===== config.mk =====
export PLATFORM = sky130hd
export DESIGN_NAME = pipeline
export DESIGN_NICKNAME = d
export VERILOG_FILES = /design/src/source/cpu_pkg.sv /design/src/source/wb_if.sv /design/src/source/bus_arbiter.sv /design/src/source/fetch_stage.sv /design/src/source/decode_stage.sv /design/src/source/execute_stage.sv /design/src/source/memory_stage.sv /design/src/source/pipeline.sv
export SDC_FILE = /design/constraint.sdc
export NUM_CORES = 1
export LEC_CHECK = 0
export ABC_AREA = 1
export BUFFER_PORTS_ARGS = -buffer_cell sky130_fd_sc_hd__buf_2
export CAP_MARGIN = 20
export CORE_MARGIN = 2
export CORE_UTILIZATION = 40
export DETAILED_ROUTE_END_ITERATION = 10
export PLACE_DENSITY = 0.67
export SKIP_CTS_REPAIR_TIMING = 1
export SLEW_MARGIN = 20
export SYNTH_ARGS = -nofsm -noshare
export SYNTH_HDL_FRONTEND = slang
export SYNTH_HIERARCHICAL = 1
export SYNTH_SLANG_ARGS = --single-unit

===== constraint.sdc =====
create_clock -name clock -period 3 [get_ports clock]
set_input_delay 0.3 -clock clock [delete_from_list [all_inputs] [get_ports clock]]
set_output_delay 0.3 -clock clock [all_outputs]
set_load 0.01 [all_outputs]

===== src/source/cpu_pkg.sv =====
// cpu package: word types, opcodes, error codes and stage packets
package cpu_pkg;

  typedef logic [31:0] word_t;
  typedef logic [2:0]  reg_idx_t;

  typedef enum logic [3:0] {
    op_add   = 4'h0,
    op_sub   = 4'h1,
    op_and   = 4'h2,
    op_xor   = 4'h3,
    op_addi  = 4'h4,
    op_load  = 4'h5,
    op_store = 4'h6,
    op_halt  = 4'h7
  } opcode_e;

  typedef enum logic [1:0] {
    no_error          = 2'd0,
    halted_on_halt    = 2'd1,
    halted_on_illegal = 2'd2
  } error_e;

  // instruction word
  //   [31:28] opcode   [27:25] rd   [24:22] rs1   [21:19] rs2
  //   [18:16] unused   [15:0]  signed immediate
  typedef struct packed {
    logic [3:0] opcode;
    reg_idx_t   rd;
    reg_idx_t   rs1;
    reg_idx_t   rs2;
    word_t      imm;
  } inst_fields_t;

  typedef struct packed {
    logic  valid;
    word_t pc;
    word_t inst;
  } f_d_packet_t;

  typedef struct packed {
    logic     valid;
    word_t    pc;
    opcode_e  opcode;
    reg_idx_t rd;
    logic     wr_en;
    word_t    opa;
    word_t    opb;
    word_t    store_data;
    logic     illegal;
  } d_x_packet_t;

  typedef struct packed {
    logic     valid;
    word_t    pc;
    opcode_e  opcode;
    reg_idx_t rd;
    logic     wr_en;
    word_t    result;
    word_t    store_data;
    logic     illegal;
  } x_m_packet_t;

  typedef struct packed {
    logic     valid;
    word_t    pc;
    logic     wr_en;
    reg_idx_t rd;
    word_t    data;
    error_e   error;
  } commit_t;

  // split an instruction word into its fields, immediate sign extended
  function automatic inst_fields_t decode_inst(word_t inst);
    inst_fields_t f;
    f.opcode = inst[31:28];
    f.rd     = inst[27:25];
    f.rs1    = inst[24:22];
    f.rs2    = inst[21:19];
    f.imm    = {{16{inst[15]}}, inst[15:0]};
    return f;
  endfunction

  function automatic logic is_legal(logic [3:0] code);
    case (code)
      op_add, op_sub, op_and, op_xor,
      op_addi, op_load, op_store, op_halt: return 1'b1;
      default: return 1'b0;
    endcase
  endfunction

endpackage


===== src/source/wb_if.sv =====
// wishbone classic point-to-point bus between a stage and the arbiter
interface wb_if #(
  parameter int addr_width = 12
);

  // master side
  logic                  cyc;
  logic                  stb;
  logic                  we;
  logic [addr_width-1:0] adr;
  cpu_pkg::word_t        dat_w;

  // slave side
  cpu_pkg::word_t        dat_r;
  logic                  ack;

  modport master (
    output cyc, stb, we, adr, dat_w,
    input  dat_r, ack
  );

  modport slave (
    input  cyc, stb, we, adr, dat_w,
    output dat_r, ack
  );

endinterface


===== src/source/bus_arbiter.sv =====
// bus arbiter that shares the external wishbone bus between data and fetch
module bus_arbiter #(
  parameter int addr_width = 12
) (
  input  logic                  clock,
  input  logic                  rst_n,
  wb_if.slave                   fetch_bus,
  wb_if.slave                   data_bus,
  output logic                  wb_cyc,
  output logic                  wb_stb,
  output logic                  wb_we,
  output logic [addr_width-1:0] wb_adr,
  output cpu_pkg::word_t        wb_dat_w,
  input  cpu_pkg::word_t        wb_dat_r,
  input  logic                  wb_ack
);

  typedef enum logic [1:0] {
    own_idle,
    own_fetch,
    own_data
  } owner_e;

  owner_e owner_q;
  owner_e owner;

  // owner lets go once its cyc drops
  // an idle bus is granted in the same cycle with data first
  always_comb begin
    owner = owner_q;
    if (owner_q == own_fetch && !fetch_bus.cyc) owner = own_idle;
    if (owner_q == own_data && !data_bus.cyc) owner = own_idle;
    if (owner == own_idle) begin
      if (data_bus.cyc) owner = own_data;
      else if (fetch_bus.cyc) owner = own_fetch;
    end
  end

  always_ff @(posedge clock) begin
    if (!rst_n) owner_q <= own_idle;
    else        owner_q <= owner;
  end

  //////////////////////////////////////////////////////////////////////
  // request mux toward the external slave
  //////////////////////////////////////////////////////////////////////
  always_comb begin
    wb_cyc   = 1'b0;
    wb_stb   = 1'b0;
    wb_we    = 1'b0;
    wb_adr   = '0;
    wb_dat_w = '0;
    case (owner)
      own_fetch: begin
        wb_cyc   = fetch_bus.cyc;
        wb_stb   = fetch_bus.stb;
        wb_we    = fetch_bus.we;
        wb_adr   = fetch_bus.adr;
        wb_dat_w = fetch_bus.dat_w;
      end
      own_data: begin
        wb_cyc   = data_bus.cyc;
        wb_stb   = data_bus.stb;
        wb_we    = data_bus.we;
        wb_adr   = data_bus.adr;
        wb_dat_w = data_bus.dat_w;
      end
      default: ;
    endcase
  end

  // read data fans out and ack goes only to whoever holds the bus
  assign fetch_bus.dat_r = wb_dat_r;
  assign data_bus.dat_r  = wb_dat_r;
  assign fetch_bus.ack   = wb_ack && (owner == own_fetch);
  assign data_bus.ack    = wb_ack && (owner == own_data);

  // every external ack lands on exactly one port
  a_single_ack : assert property (@(posedge clock) disable iff (!rst_n)
    wb_ack |-> (fetch_bus.ack != data_bus.ack));

  a_stb_in_cyc : assert property (@(posedge clock) disable iff (!rst_n)
    wb_stb |-> wb_cyc);

endmodule


===== src/source/fetch_stage.sv =====
// fetch stage: program counter, wishbone instruction reads, one-entry buffer
module fetch_stage #(
  parameter int addr_width = 12
) (
  input  logic                 clock,
  input  logic                 rst_n,
  wb_if.master                 bus,
  input  logic                 stall,
  input  logic                 halt_seen,
  output cpu_pkg::f_d_packet_t f_packet
);

  logic [addr_width-1:0] pc_q;
  logic                  req_q;
  logic                  stop_q;
  logic                  consumed;
  logic                  can_issue;
  logic                  last_inst;

  // decode takes the buffered instruction this cycle
  assign consumed = f_packet.valid && !stall;

  // buffer is free at ack time when issued under this condition
  assign can_issue = !stop_q && !halt_seen && (!f_packet.valid || consumed);

  // halt or illegal ends the program, no reads past it
  assign last_inst = (bus.dat_r[31:28] == cpu_pkg::op_halt) ||
                     !cpu_pkg::is_legal(bus.dat_r[31:28]);

  // read only, address is the pc itself
  assign bus.cyc   = req_q;
  assign bus.stb   = req_q;
  assign bus.we    = 1'b0;
  assign bus.adr   = pc_q;
  assign bus.dat_w = '0;

  always_ff @(posedge clock) begin
    if (!rst_n) begin
      pc_q     <= '0;
      req_q    <= 1'b0;
      stop_q   <= 1'b0;
      f_packet <= '0;
    end else begin
      // request drops for a cycle after every ack
      if (req_q && bus.ack) req_q <= 1'b0;
      else if (!req_q && can_issue) req_q <= 1'b1;

      if (req_q && bus.ack) begin
        f_packet.valid <= 1'b1;
        f_packet.pc    <= cpu_pkg::word_t'(pc_q);
        f_packet.inst  <= bus.dat_r;
        pc_q           <= pc_q + 1'b1;
        if (last_inst) stop_q <= 1'b1;
      end else if (consumed) begin
        f_packet.valid <= 1'b0;
      end
    end
  end

  a_adr_stable : assert property (@(posedge clock) disable iff (!rst_n)
    bus.stb && !bus.ack |=> $stable(bus.adr));

endmodule


===== src/source/decode_stage.sv =====
// decode stage: field decode, register file, scoreboard and hazard stall
module decode_stage (
  input  logic                 clock,
  input  logic                 rst_n,
  input  cpu_pkg::f_d_packet_t f_packet,
  input  logic                 mem_busy,
  input  cpu_pkg::commit_t     commit,
  output logic                 fetch_stall,
  output cpu_pkg::d_x_packet_t d_packet
);

  cpu_pkg::word_t        regs [8];
  logic [7:0]            pending_q;
  cpu_pkg::inst_fields_t fields;
  cpu_pkg::opcode_e      opcode;
  logic                  illegal;
  logic                  uses_rs1;
  logic                  uses_rs2;
  logic                  uses_imm;
  logic                  writes;
  logic                  wr_en;
  logic                  hazard;
  logic                  issue;
  cpu_pkg::word_t        rs1_val;
  cpu_pkg::word_t        rs2_val;

  assign fields  = cpu_pkg::decode_inst(f_packet.inst);
  assign opcode  = cpu_pkg::opcode_e'(fields.opcode);
  assign illegal = !cpu_pkg::is_legal(fields.opcode);

  // operand usage per class
  always_comb begin
    uses_rs1 = 1'b0;
    uses_rs2 = 1'b0;
    uses_imm = 1'b0;
    writes   = 1'b0;
    if (!illegal) begin
      case (opcode)
        cpu_pkg::op_add, cpu_pkg::op_sub, cpu_pkg::op_and, cpu_pkg::op_xor: begin
          uses_rs1 = 1'b1;
          uses_rs2 = 1'b1;
          writes   = 1'b1;
        end
        cpu_pkg::op_addi, cpu_pkg::op_load: begin
          uses_rs1 = 1'b1;
          uses_imm = 1'b1;
          writes   = 1'b1;
        end
        cpu_pkg::op_store: begin
          uses_rs1 = 1'b1;
          uses_rs2 = 1'b1;
          uses_imm = 1'b1;
        end
        default: ;
      endcase
    end
  end

  // r0 is never written, so it reads zero
  assign wr_en   = writes && (fields.rd != '0);
  assign rs1_val = regs[fields.rs1];
  assign rs2_val = regs[fields.rs2];

  //////////////////////////////////////////////////////////////////////
  // scoreboard interlock
  //////////////////////////////////////////////////////////////////////
  // sources pending, or rd still owed by an older writer
  assign hazard = f_packet.valid &&
                  ((uses_rs1 && pending_q[fields.rs1]) ||
                   (uses_rs2 && pending_q[fields.rs2]) ||
                   (wr_en && pending_q[fields.rd]));

  assign issue       = f_packet.valid && !hazard && !mem_busy;
  assign fetch_stall = hazard || mem_busy;

  always_ff @(posedge clock) begin
    if (!rst_n) begin
      pending_q <= '0;
      for (int i = 0; i < 8; i++) regs[i] <= '0;
    end else begin
      // writeback from the memory stage commit record
      if (commit.valid && commit.wr_en && commit.rd != '0) begin
        regs[commit.rd]      <= commit.data;
        pending_q[commit.rd] <= 1'b0;
      end
      if (issue && wr_en) pending_q[fields.rd] <= 1'b1;
    end
  end

  // output register, frozen while memory is busy, bubble on hazard
  always_ff @(posedge clock) begin
    if (!rst_n) begin
      d_packet <= '0;
    end else if (!mem_busy) begin
      d_packet.valid      <= issue;
      d_packet.pc         <= f_packet.pc;
      d_packet.opcode     <= opcode;
      d_packet.rd         <= fields.rd;
      d_packet.wr_en      <= wr_en;
      d_packet.opa        <= rs1_val;
      d_packet.opb        <= uses_imm ? fields.imm : rs2_val;
      d_packet.store_data <= rs2_val;
      d_packet.illegal    <= illegal;
    end
  end

endmodule


===== src/source/execute_stage.sv =====
// execute stage: alu and effective address with its output register
module execute_stage (
  input  logic                 clock,
  input  logic                 rst_n,
  input  cpu_pkg::d_x_packet_t d_packet,
  input  logic                 mem_busy,
  output cpu_pkg::x_m_packet_t x_packet
);

  cpu_pkg::word_t result;

  // addi, load and store all take the plain sum
  always_comb begin
    case (d_packet.opcode)
      cpu_pkg::op_sub: result = d_packet.opa - d_packet.opb;
      cpu_pkg::op_and: result = d_packet.opa & d_packet.opb;
      cpu_pkg::op_xor: result = d_packet.opa ^ d_packet.opb;
      default:         result = d_packet.opa + d_packet.opb;
    endcase
  end

  // holds while memory works on the previous packet
  always_ff @(posedge clock) begin
    if (!rst_n) begin
      x_packet <= '0;
    end else if (!mem_busy) begin
      x_packet.valid      <= d_packet.valid;
      x_packet.pc         <= d_packet.pc;
      x_packet.opcode     <= d_packet.opcode;
      x_packet.rd         <= d_packet.rd;
      x_packet.wr_en      <= d_packet.wr_en;
      x_packet.result     <= result;
      x_packet.store_data <= d_packet.store_data;
      x_packet.illegal    <= d_packet.illegal;
    end
  end

endmodule


===== src/source/memory_stage.sv =====
// memory stage: wishbone loads and stores, commit record and writeback
module memory_stage #(
  parameter int addr_width = 12
) (
  input  logic                 clock,
  input  logic                 rst_n,
  input  cpu_pkg::x_m_packet_t x_packet,
  wb_if.master                 bus,
  output logic                 mem_busy,
  output cpu_pkg::commit_t     commit
);

  typedef enum logic [1:0] {
    mem_idle,
    mem_access,
    mem_done
  } state_e;

  state_e state_q;
  logic   halted;
  logic   is_mem;
  logic   take;

  assign halted = (commit.error != cpu_pkg::no_error);
  assign is_mem = !x_packet.illegal &&
                  (x_packet.opcode == cpu_pkg::op_load ||
                   x_packet.opcode == cpu_pkg::op_store);

  // new packet handled only from idle, done skips the finished one
  assign take = (state_q == mem_idle) && x_packet.valid && !halted;

  // freeze upstream from request until the ack has been taken
  assign mem_busy = (take && is_mem) || (state_q == mem_access);

  // packet is frozen during access, so the request holds steady
  assign bus.cyc   = (state_q == mem_access);
  assign bus.stb   = (state_q == mem_access);
  assign bus.we    = (x_packet.opcode == cpu_pkg::op_store);
  assign bus.adr   = x_packet.result[addr_width-1:0];
  assign bus.dat_w = x_packet.store_data;

  always_ff @(posedge clock) begin
    if (!rst_n) begin
      state_q <= mem_idle;
      commit  <= '0;
    end else begin
      commit.valid <= 1'b0;
      commit.pc    <= x_packet.pc;
      commit.rd    <= x_packet.rd;
      commit.wr_en <= 1'b0;
      case (state_q)
        mem_idle: begin
          if (take) begin
            if (x_packet.illegal) begin
              commit.valid <= 1'b1;
              commit.error <= cpu_pkg::halted_on_illegal;
            end else if (x_packet.opcode == cpu_pkg::op_halt) begin
              commit.valid <= 1'b1;
              commit.error <= cpu_pkg::halted_on_halt;
            end else if (is_mem) begin
              state_q <= mem_access;
            end else begin
              // alu result goes straight to the commit record
              commit.valid <= 1'b1;
              commit.wr_en <= x_packet.wr_en;
              commit.data  <= x_packet.result;
            end
          end
        end
        mem_access: begin
          if (bus.ack) begin
            commit.valid <= 1'b1;
            commit.wr_en <= x_packet.wr_en && !bus.we;
            commit.data  <= bus.we ? x_packet.store_data : bus.dat_r;
            state_q      <= mem_done;
          end
        end
        default: state_q <= mem_idle;
      endcase
    end
  end

  // error is sticky, so a halt is the last commit until reset
  a_no_commit_after_halt : assert property (@(posedge clock) disable iff (!rst_n)
    commit.error != cpu_pkg::no_error |=> !commit.valid);

endmodule


===== src/source/pipeline.sv =====
// pipeline top: four stages sharing one wishbone bus, commit ports out
module pipeline #(
  parameter int addr_width = 12
) (
  input  logic                  clock,
  input  logic                  rst_n,
  output logic                  wb_cyc,
  output logic                  wb_stb,
  output logic                  wb_we,
  output logic [addr_width-1:0] wb_adr,
  output cpu_pkg::word_t        wb_dat_w,
  input  cpu_pkg::word_t        wb_dat_r,
  input  logic                  wb_ack,
  output logic                  commit_valid,
  output cpu_pkg::word_t        commit_pc,
  output logic                  commit_wr_en,
  output cpu_pkg::reg_idx_t     commit_wr_idx,
  output cpu_pkg::word_t        commit_wr_data,
  output cpu_pkg::error_e       error_status
);

  cpu_pkg::f_d_packet_t f_packet;
  cpu_pkg::d_x_packet_t d_packet;
  cpu_pkg::x_m_packet_t x_packet;
  cpu_pkg::commit_t     commit;
  logic                 fetch_stall;
  logic                 mem_busy;
  logic                 halt_seen;

  wb_if #(.addr_width(addr_width)) fetch_bus ();
  wb_if #(.addr_width(addr_width)) data_bus ();

  assign halt_seen = (commit.error != cpu_pkg::no_error);

  //////////////////////////////////////////////////////////////////////
  // stages
  //////////////////////////////////////////////////////////////////////
  fetch_stage #(.addr_width(addr_width)) i_fetch (
    .clock     (clock),
    .rst_n     (rst_n),
    .bus       (fetch_bus.master),
    .stall     (fetch_stall),
    .halt_seen (halt_seen),
    .f_packet  (f_packet)
  );

  decode_stage i_decode (
    .clock       (clock),
    .rst_n       (rst_n),
    .f_packet    (f_packet),
    .mem_busy    (mem_busy),
    .commit      (commit),
    .fetch_stall (fetch_stall),
    .d_packet    (d_packet)
  );

  execute_stage i_execute (
    .clock    (clock),
    .rst_n    (rst_n),
    .d_packet (d_packet),
    .mem_busy (mem_busy),
    .x_packet (x_packet)
  );

  memory_stage #(.addr_width(addr_width)) i_memory (
    .clock    (clock),
    .rst_n    (rst_n),
    .x_packet (x_packet),
    .bus      (data_bus.master),
    .mem_busy (mem_busy),
    .commit   (commit)
  );

  // external bus
  bus_arbiter #(.addr_width(addr_width)) i_arbiter (
    .clock     (clock),
    .rst_n     (rst_n),
    .fetch_bus (fetch_bus.slave),
    .data_bus  (data_bus.slave),
    .wb_cyc    (wb_cyc),
    .wb_stb    (wb_stb),
    .wb_we     (wb_we),
    .wb_adr    (wb_adr),
    .wb_dat_w  (wb_dat_w),
    .wb_dat_r  (wb_dat_r),
    .wb_ack    (wb_ack)
  );

  // commit record out to the ports
  assign commit_valid   = commit.valid;
  assign commit_pc      = commit.pc;
  assign commit_wr_en   = commit.valid && commit.wr_en;
  assign commit_wr_idx  = commit.rd;
  assign commit_wr_data = commit.data;
  assign error_status   = commit.error;

endmodule


# Word-level counts from Yosys, hierarchy flattened
# Memory sizes are Yosys's and may differ from the RTL's. A register that Yosys moved wholly into a read port is not among the register bits.
# Index checks and enable logic that the tools add are counted.
# word_totals
regBits	294
ramBits	256
input_bits	35
output_inout_bits	118
wordCells	209
mem_count	1
# mem_list
memory	words	word_bits	read_ports	rd_clocked_by_memory_dff	write_ports	line	text
i_decode.regs	8	32	2	2	8	decode_stage.sv:12	cpu_pkg::word_t regs [8];
# classes
addsub	3
order_cmp	6
n_eq_ne	24
n_mux	72
bitwise	6
n_reduce_logical	66
# op_table
op	n
2-to-1 mux 32 bit	8
one-hot mux 32 bit (3 select lines)	1
one-hot mux 32 bit (2 select lines)	1
2-to-1 mux 34 bit	1
2-to-1 mux 1 bit	33
adder 32 bit	1
AND 32 bit	1
OR reduction 32 bit	1
subtractor 32 bit	1
bitwise XOR 32 bit	1
equality test 4 x 3 -> 1 bit, second input constant	7
logical AND 1 bit	26
2-to-1 mux 2 bit	12
2-to-1 mux 8 bit	3
one-hot mux 12 bit (2 select lines)	1
equality test 4 x 2 -> 1 bit, second input constant	4
< comparator 3 x 4 -> 1 bit, second input constant	4
logical NOT 1 bit	14
adder 12 x 1 -> 12 bit, second input constant	1
binary-select mux 1 bit (select 3 bit)	3
2-to-1 mux 3 bit	3
AND 8 bit	1
equality test 4 x 1 -> 1 bit, second input constant	2
inequality test 2 bit, second input constant	4
other kinds (24)	43

# Logic depth before layout (Yosys ltp)
# Gate-level depths: netlist of the first run.
# logic_depth
depth_word	14
mapped_depth	23
depth_no_buf	23

# Cells and area by module
# The synthesis of the first run kept the hierarchy.
# modules_own_cells
mod	n_inst	cells_each	area_per_inst_um2	seq_area_each_um2
decode_stage	1	2249	19028.2	10590.2
execute_stage	1	1155	7631.1	2122.0
memory_stage	1	615	3793.6	1461.4
fetch_stage	1	344	2612.5	1181.1
bus_arbiter	1	239	1421.4	40.0
pipeline	1	5	18.8	0.0

# Worst setup path after synthesis of the first run
# No wires, ideal clock.
# synth_timing
kind	reg2reg
from	register, netlist name i_decode/d_packet[104]
to	register, netlist name i_execute/x_packet[46]
setup_time_ps	124
t_arrival_ps	2493
required_time_ps	2876
path_slack_ps	382
path_stages_with_launch	19
n_path_buf	2
period_less_slack_ps	2618
path_cell_list	dfxtp_1 buf_4 nor2_1 nand3_2 inv_2 buf_2 nor2_1 xor2_1 inv_1 ha_1 nand2_1 inv_1 nand2_1 nand2_1 a21oi_1 nand2_2 or2_2 nand3_1 a21oi_1
# synth_between
elab_chain_len	2
elab_cells_between_ends	4
classes_between	3 x eq/ne; 1 x mux
# synth_rtl
element	line	text
equality test 4 x 2 -> 1 bit or equality test 4 x 1 -> 1 bit (tied branches)	execute_stage.sv:14	case (d_packet.opcode)
one-hot mux 32 bit (3 select lines) (*)	execute_stage.sv:14	
# Every way passes the cells marked *; elsewhere a longest branch is shown, timed or not.
# A chain may end at the register's enable or synchronous reset.

# Worst setup path after layout of the first run
# layout_timing
from	register i_memory.state_q[0]
to	output port wb_dat_w[12]
# layout_between
elab_chain_len	9
elab_cells_between_ends	10
classes_between	2 x eq/ne; 5 x mux; 3 x reduce/logical
# layout_rtl
element	line	text
start: declaration	memory_stage.sv:19	state_e state_q;
start signal: assignment	memory_stage.sv:44	state_q <= mem_idle;
start signal: assignment	memory_stage.sv:61	state_q <= mem_access;
start signal: assignment	memory_stage.sv:75	state_q <= mem_done;
equality test 2 x 1 -> 1 bit (*)	memory_stage.sv:36	assign bus.cyc = (state_q == mem_access);
net data_bus.cyc	wb_if.sv:7	logic cyc;
logical NOT 1 bit	bus_arbiter.sv:32	if (owner_q == own_data && !data_bus.cyc) owner = own_idle;
logical AND 1 bit	bus_arbiter.sv:32	
2-to-1 mux 2 bit	bus_arbiter.sv:32	
2-to-1 mux 2 bit	bus_arbiter.sv:35	else if (fetch_bus.cyc) owner = own_fetch;
2-to-1 mux 2 bit	bus_arbiter.sv:34	if (data_bus.cyc) owner = own_data;
2-to-1 mux 2 bit (*)	bus_arbiter.sv:33	if (owner == own_idle) begin
equality test 2 bit (*)	bus_arbiter.sv:53	case (owner)
2-to-1 mux 32 bit (*)	bus_arbiter.sv:53	
end: declaration	pipeline.sv:11	output cpu_pkg::word_t wb_dat_w,
# The timed path passes the listed nets; every way through them passes the cells marked *.

==> impl_metrics.tcl, run 1 <==
set metrics [dict create \
    place.port_buffers 152 \
    vias 31300 \
    static-leakage-power_uw 0.0171 \
    clock-sinks 638 \
    leftover_overflow_at_the_end_of_global_routing 0 \
    antenna_found_initial 6 \
    busiest_layer_in_global_routing "met2" \
    grt_pass1_vias 29000 \
    max_slew.worst_pin.slew_ns 0.885 \
    detail_route.wl_per_cell_um 20.2 \
    layout_min_cycle_time_ns 2.95 \
    die_h_um 297 \
    hold_path_end "i_fetch/f_packet[9]" \
    met3_usage_pct 3.25 \
    run_status "finished, violations left" \
    design.portCount 153 \
    grt.total_usage_pct 25.4 \
    synthesis.yosys.warnings 6 \
    tritoncts "yes" \
    core_mm2 0.0851 \
    critical_path.reg2reg.startpoint "i_decode/d_packet[39]" \
    drc_errors 0 \
    drtPass1Iterations 6 \
    min-delay-path-class "input pin to register" \
    rsz0062_at_grt "yes" \
    hold_path_startpoint "wb_dat_r[9]" \
    use_met1_pct 33.4 \
    hpwl_after_detailed_placement_um 76000 \
    max_cap_violations 0 \
    area_growth_pct 11.4 \
    worst_setup_path_end_kind "output pin" \
    drt_first_iter_violations 3421 \
    synth.cell_area_mm2 0.0344 \
    critPathLaunch "i_memory/state_q[0]" \
    setup_viol 0 \
    start_util_pct 40.4 \
    cts.path.max_buffers 3 \
    dieWidth_um 297 \
    layout.nets 4694 \
    finalHoldWorstSlack_ns -0.0481 \
    layout.cell_area.non_filler_mm2 0.0383 \
    worst-r2r-setup-slack_ns 0.10 \
    worst_setup_path_type "register to output pin" \
    max-slew-margin-rel_pct 41.0 \
    timing.clock.skew_ns 0.0267 \
    fmax_ghz 0.339 \
    finalMaxSlewViolations 0 \
    final_hold_viol_count 8 \
    power_density_mw_per_mm2 583 \
    crit_fanout 23 \
    critPathArrivalTime_ns 2.65 \
    place_area_mm2 0.0353 \
    worstSetupStartpointType "register" \
    worst_skew_pair.late_latency_ns 0.64 \
    final_layout_size_suffix_gt1_share_pct 12.6 \
    p_total_uw 22300 \
    groute.layer.met2.usage_pct 41.0 \
    clk_root_buffer_cell "clkbuf_16" \
    cts_inserted_buffers 72 \
    vias_per_cell 5.41 \
    maximum_number_of_pins_on_one_net_before_global_route_repair 150 \
    final_antenna_net_count 0 \
    routed_wirelength_um 117000 \
    routabilityCongestion 0.965 \
    totalNegativeSetupSlack_ns 0 \
    final_min_period_over_clock_period_pct 98.3 \
    min_path_cells 3 \
    h-tree-depth 3 \
    timing.rr.end "i_execute/x_packet[61]" \
    synthCells 4592 \
    worst_ir_drop_vdd_mv 0.480 \
    fp.dieArea_mm2 0.0883 \
    worstPathRequired_ns 2.70 \
    grt_pass1_wl_um 174000 \
    number_of_cell_rows 107 \
    clk_transition_reported_paths_ns 0.06 \
    failed_checks "hold timing" \
    avgSynthCellArea_um2 7.49 \
    worstRegToRegCells 16 \
]
[sequential cells by signal, summed over array words and instances, names as in the netlist]
name,cells
i_memory/commit,71
i_memory/state_q,2
i_decode/regs,256
i_decode/pending_q,8
i_fetch/stop_q,1
i_fetch/bus.adr,12
i_execute/x_packet,106
i_fetch/f_packet,42
i_fetch/bus.cyc,1
i_arbiter/owner_q,2
i_decode/d_packet,137
[how the worst max path moves through the flow]
stage,slack (ns),cells past startpoint,endpoint
floorplan,0.38,18,i_execute/x_packet[46]
global placement,0.02,17,i_execute/x_packet[46]
detailed placement,0.05,17,i_execute/x_packet[46]
CTS,-0.02,7,wb_cyc
global route,-0.08,20,i_execute/x_packet[64]
finish,0.05,9,wb_dat_w[12]
[power by group]
part           internal (uW)  total (uW)  switching [uW]
Sequential              9530       10000             490
Combinational           1250        3650            2390
Clock                   4990        8680            3690
[per-layer routing]
layer / vias to the layer above / routed length [um] / share of wire, %
li1: 14700 / - / -
met1: 14700 / 47600 / 41
met2: 1592 / 52900 / 45
met3: 303 / 10300 / 8.8
met4: 0 / 6310 / 5.4
met5: - / 0 / 0
[critical path: stages (launching register included)]
cell     delay [ns]
dfxtp_1        0.37
inv_1          0.14
nor2_4         0.18
nand3_1        0.13
nand2_1        0.19
ha_4           0.25
buf_16         0.22
nand2_1        0.10
a21oi_2        0.24
buf_2          0.19
[cells in the final DEF, fill, tap and decap left out, drive strengths merged]
cell         count
a41oi            7
xor2            18
nor3            11
nand3b          10
clkinvlp         2
o21bai           3
nand2          862
a31oi           24
nor2           995
nand3          141
nand4           28
o211ai          33
o31ai            4
a21boi           1
inv            378
clkbuf         101
dlygate4sd3     13
fa               1
o21a             3
dfxtp          382
a221oi          23
nor4             6
clkinv          28
xnor2           13
a21oi          218
conb            85
buf            264
bufinv           3
ha              67
a21o             3
edfxtp         256
diode            2
or2              8
o21ai          597
o22ai           59
[metrics by stage]
step | cells | setup WS [ns] | utilization (%)
floorplan | 4675 | 0.382 | -
finish | 5793 | 0.0515 | 45.0
global placement | 5643 | 0.0230 | 41.5
detailed placement | 5643 | 0.0485 | 41.5
global route | 5791 | -0.0794 | 45.0
CTS | 5773 | -0.0192 | 44.2
[final cells by class]
| type | count | area, um2 |
|---|---|---|
| fill | 8506 | 46800 |
| multi-input combinational | 3220 | 15700 |
| sequential | 638 | 15400 |
| timing repair buffer | 278 | 2070 |
| clock buffer | 100 | 2020 |
| inverter | 381 | 1440 |
| tap | 1144 | 1430 |
| clock inverter | 30 | 274 |
| antenna | 2 | 5.00 |
No activity file was read; power rests on OpenSTA's default activity.
==> inputs of run 2 (changes only) <==
--- a/config.mk
+++ b/config.mk
@@ -8,10 +8,12 @@
 export ABC_AREA = 1
 export BUFFER_PORTS_ARGS = -buffer_cell sky130_fd_sc_hd__buf_2
 export CAP_MARGIN = 20
+export CELL_PAD_IN_SITES_DETAIL_PLACEMENT = 0
+export CELL_PAD_IN_SITES_GLOBAL_PLACEMENT = 1
 export CORE_MARGIN = 2
 export CORE_UTILIZATION = 40
 export DETAILED_ROUTE_END_ITERATION = 10
-export PLACE_DENSITY = 0.67
+export PLACE_DENSITY = 0.82
 export SKIP_CTS_REPAIR_TIMING = 1
 export SLEW_MARGIN = 20
 export SYNTH_ARGS = -nofsm -noshare
==> run 2 against run 1 <==
Effect of this change: the run still ends with hold timing left; flip-flop and latch count is the same; clock-buffer cell count shrank 8; final cell count down 0.47%; utilization fell by 0.60 points.
==> impl_metrics.tcl, run 2 (same netlist as run 1, synthesis figures left out) <==
set metrics [dict create \
    worstSetupStartpointType "register" \
    p_total_uw 22300 \
    place.port_buffers 152 \
    combPwrFrac_pct 15.7 \
    layout.cells.most_common_list "nor2_1, nand2_1, o21ai_0, dfxtp_1, inv_1" \
    max-slew-margin-rel_pct 38.7 \
    setup_viol 0 \
    cts_inserted_buffers 70 \
    static-leakage-power_uw 0.0169 \
    power.clock.fraction_pct 39.5 \
    layout_top_registers "i_decode/regs (256), i_decode/d_packet (137), i_execute/x_packet (106)" \
    maximum_number_of_pins_on_one_net_before_global_route_repair 154 \
    min-delay-path-class "input pin to register" \
    detail_route.wl_per_cell_um 19.6 \
    start_util_pct 40.4 \
    hpwl_after_detailed_placement_um 74600 \
    p_sw_share_pct 28.9 \
    run_status "finished, violations left" \
    worstPathRequired_ns 2.70 \
    final_layout_size_suffix_gt1_share_pct 11.4 \
    h-tree-depth 3 \
    clk_root_buffer_cell "clkbuf_16" \
    fmax_ghz 0.347 \
    tritoncts "yes" \
    most_common_cell_after_layout_fill_and_taps_aside "nor2_1" \
    cts.path.max_buffers 3 \
    worst_skew_pair.late_latency_ns 0.62 \
    grt.total_usage_pct 24.6 \
    final_min_period_over_clock_period_pct 96.1 \
    power_density_mw_per_mm2 590 \
    critical-path-max-stage-delay_ns 0.51 \
    crit_fanout 25 \
    pwr-share-seq_pct 44.8 \
    cell_internal_power_uw 15900 \
    busiest_layer_in_global_routing "met2" \
    clock-sinks 638 \
    largest_register_ff_count 256 \
    crit_path_top_delay_cell "dfxtp_1" \
    max_slew.worst_pin.slew_ns 0.919 \
    core_mm2 0.0851 \
    antenna_found_initial 1 \
    area_growth_pct 9.88 \
    max_flop_register "i_decode/regs" \
    place_worst_setup_slack_ns 0.106 \
    vias 30400 \
    grt_pass1_wl_um 168000 \
    failed_checks "hold timing" \
    clk_transition_reported_paths_ns 0.06 \
    dieWidth_um 297 \
    use_met1_pct 35.6 \
    finalMaxSlewViolations 0 \
    fp.dieArea_mm2 0.0883 \
    num_antenna_cells 0 \
    final_antenna_net_count 0 \
    finalHoldWorstSlack_ns -0.00579 \
    rsz0062_at_grt "yes" \
    met3_usage_pct 3.87 \
    max_cap_violations 0 \
    final_hold_viol_count 3 \
    design.portCount 153 \
    drtPass1Iterations 6 \
    drc_errors 0 \
    leftover_overflow_at_the_end_of_global_routing 0 \
    timing.clock.skew_ns 0.0365 \
    worstPathCellList "nor2_4 > a21boi_1 > inv_1 > ha_4 > buf_12 > a21oi_1 > buf_2" \
    drt_first_iter_violations 3465 \
    critPathArrivalTime_ns 2.58 \
    layout.nets 4674 \
    worst_setup_path_type "register to output pin" \
    final.setup.worst_slack_ns 0.117 \
    routed_wirelength_um 113000 \
    routabilityCongestion 0.890 \
    number_of_cell_rows 107 \
    netSwitchingPower_uw 6440 \
    vias_per_cell 5.27 \
    worst_ir_drop_vdd_mv 0.336 \
    worst_setup_path_end_kind "output pin" \
    grt_pass1_vias 27200 \
    layout_min_cycle_time_ns 2.88 \
    die_h_um 297 \
    groute.layer.met2.usage_pct 37.9 \
]
-- run 2: path summary, 6_finish.rpt --
path | startpoint | to | slack, ns | depth (start not counted)
worst max-delay path | i_memory/state_q[1] | wb_dat_w[20] | 0.12 | 7
worst min-delay path | wb_dat_r[2] | i_fetch/f_packet[2] | -0.006 | 3
worst max register to register | i_decode/d_packet[34] | i_execute/x_packet[52] | 0.16 | 19
worst min register to register | i_execute/x_packet[96] | i_memory/commit[61] | 0.43 | 2
-- run 2: worst max-delay path, delay by kind of cell, from the launching register on --
family          cells  cell delay [ns]
simple gates        1             0.10
fa+ha+maj           1             0.50
compound gates      2             0.32
buf+inv             3             0.50
flops               1             0.51
-- run 2: final cells by class --
cell class | count | area [um2]
well taps | 1144 | 1430
inverters | 381 | 1440
repair buffers | 260 | 1800
multi-input cells | 3220 | 15500
flip-flops and latches | 638 | 15300
fillers | 8696 | 47400
clock buffers | 92 | 1970
clock inverters | 31 | 344
-- run 2: per-stage QoR --
stage               instances  util [%]  setup TNS [ns]  area, um2
floorplan                4675         -               0      34700
global placement         5632      41.3               0      35100
detailed placement       5632      41.3               0      35100
CTS                      5755      44.0           -3.81      37500
global route             5766      44.4          -0.146      37800
finish                   5766      44.4               0      37800
-- run 2: power groups by stage --
stage | sequential [uW] | combinational [uW] | clock (uW)
floorplan | 9980 | 2510 | 0
global placement | 10100 | 3310 | 0
detailed placement | 10100 | 3330 | 0
CTS | 9970 | 3340 | 8970
global route | 10000 | 3880 | 9300
finish | 9980 | 3510 | 8810
-- run 2: layer usage --
metal / share of wire, % / vias up / wire length [um]
li1: - / 14700 / -
met1: 45 / 14300 / 50600
met2: 44 / 1239 / 49600
met3: 8.7 / 171 / 9880
met4: 2.6 / 2 / 2990
met5: 0.011 / - / 13
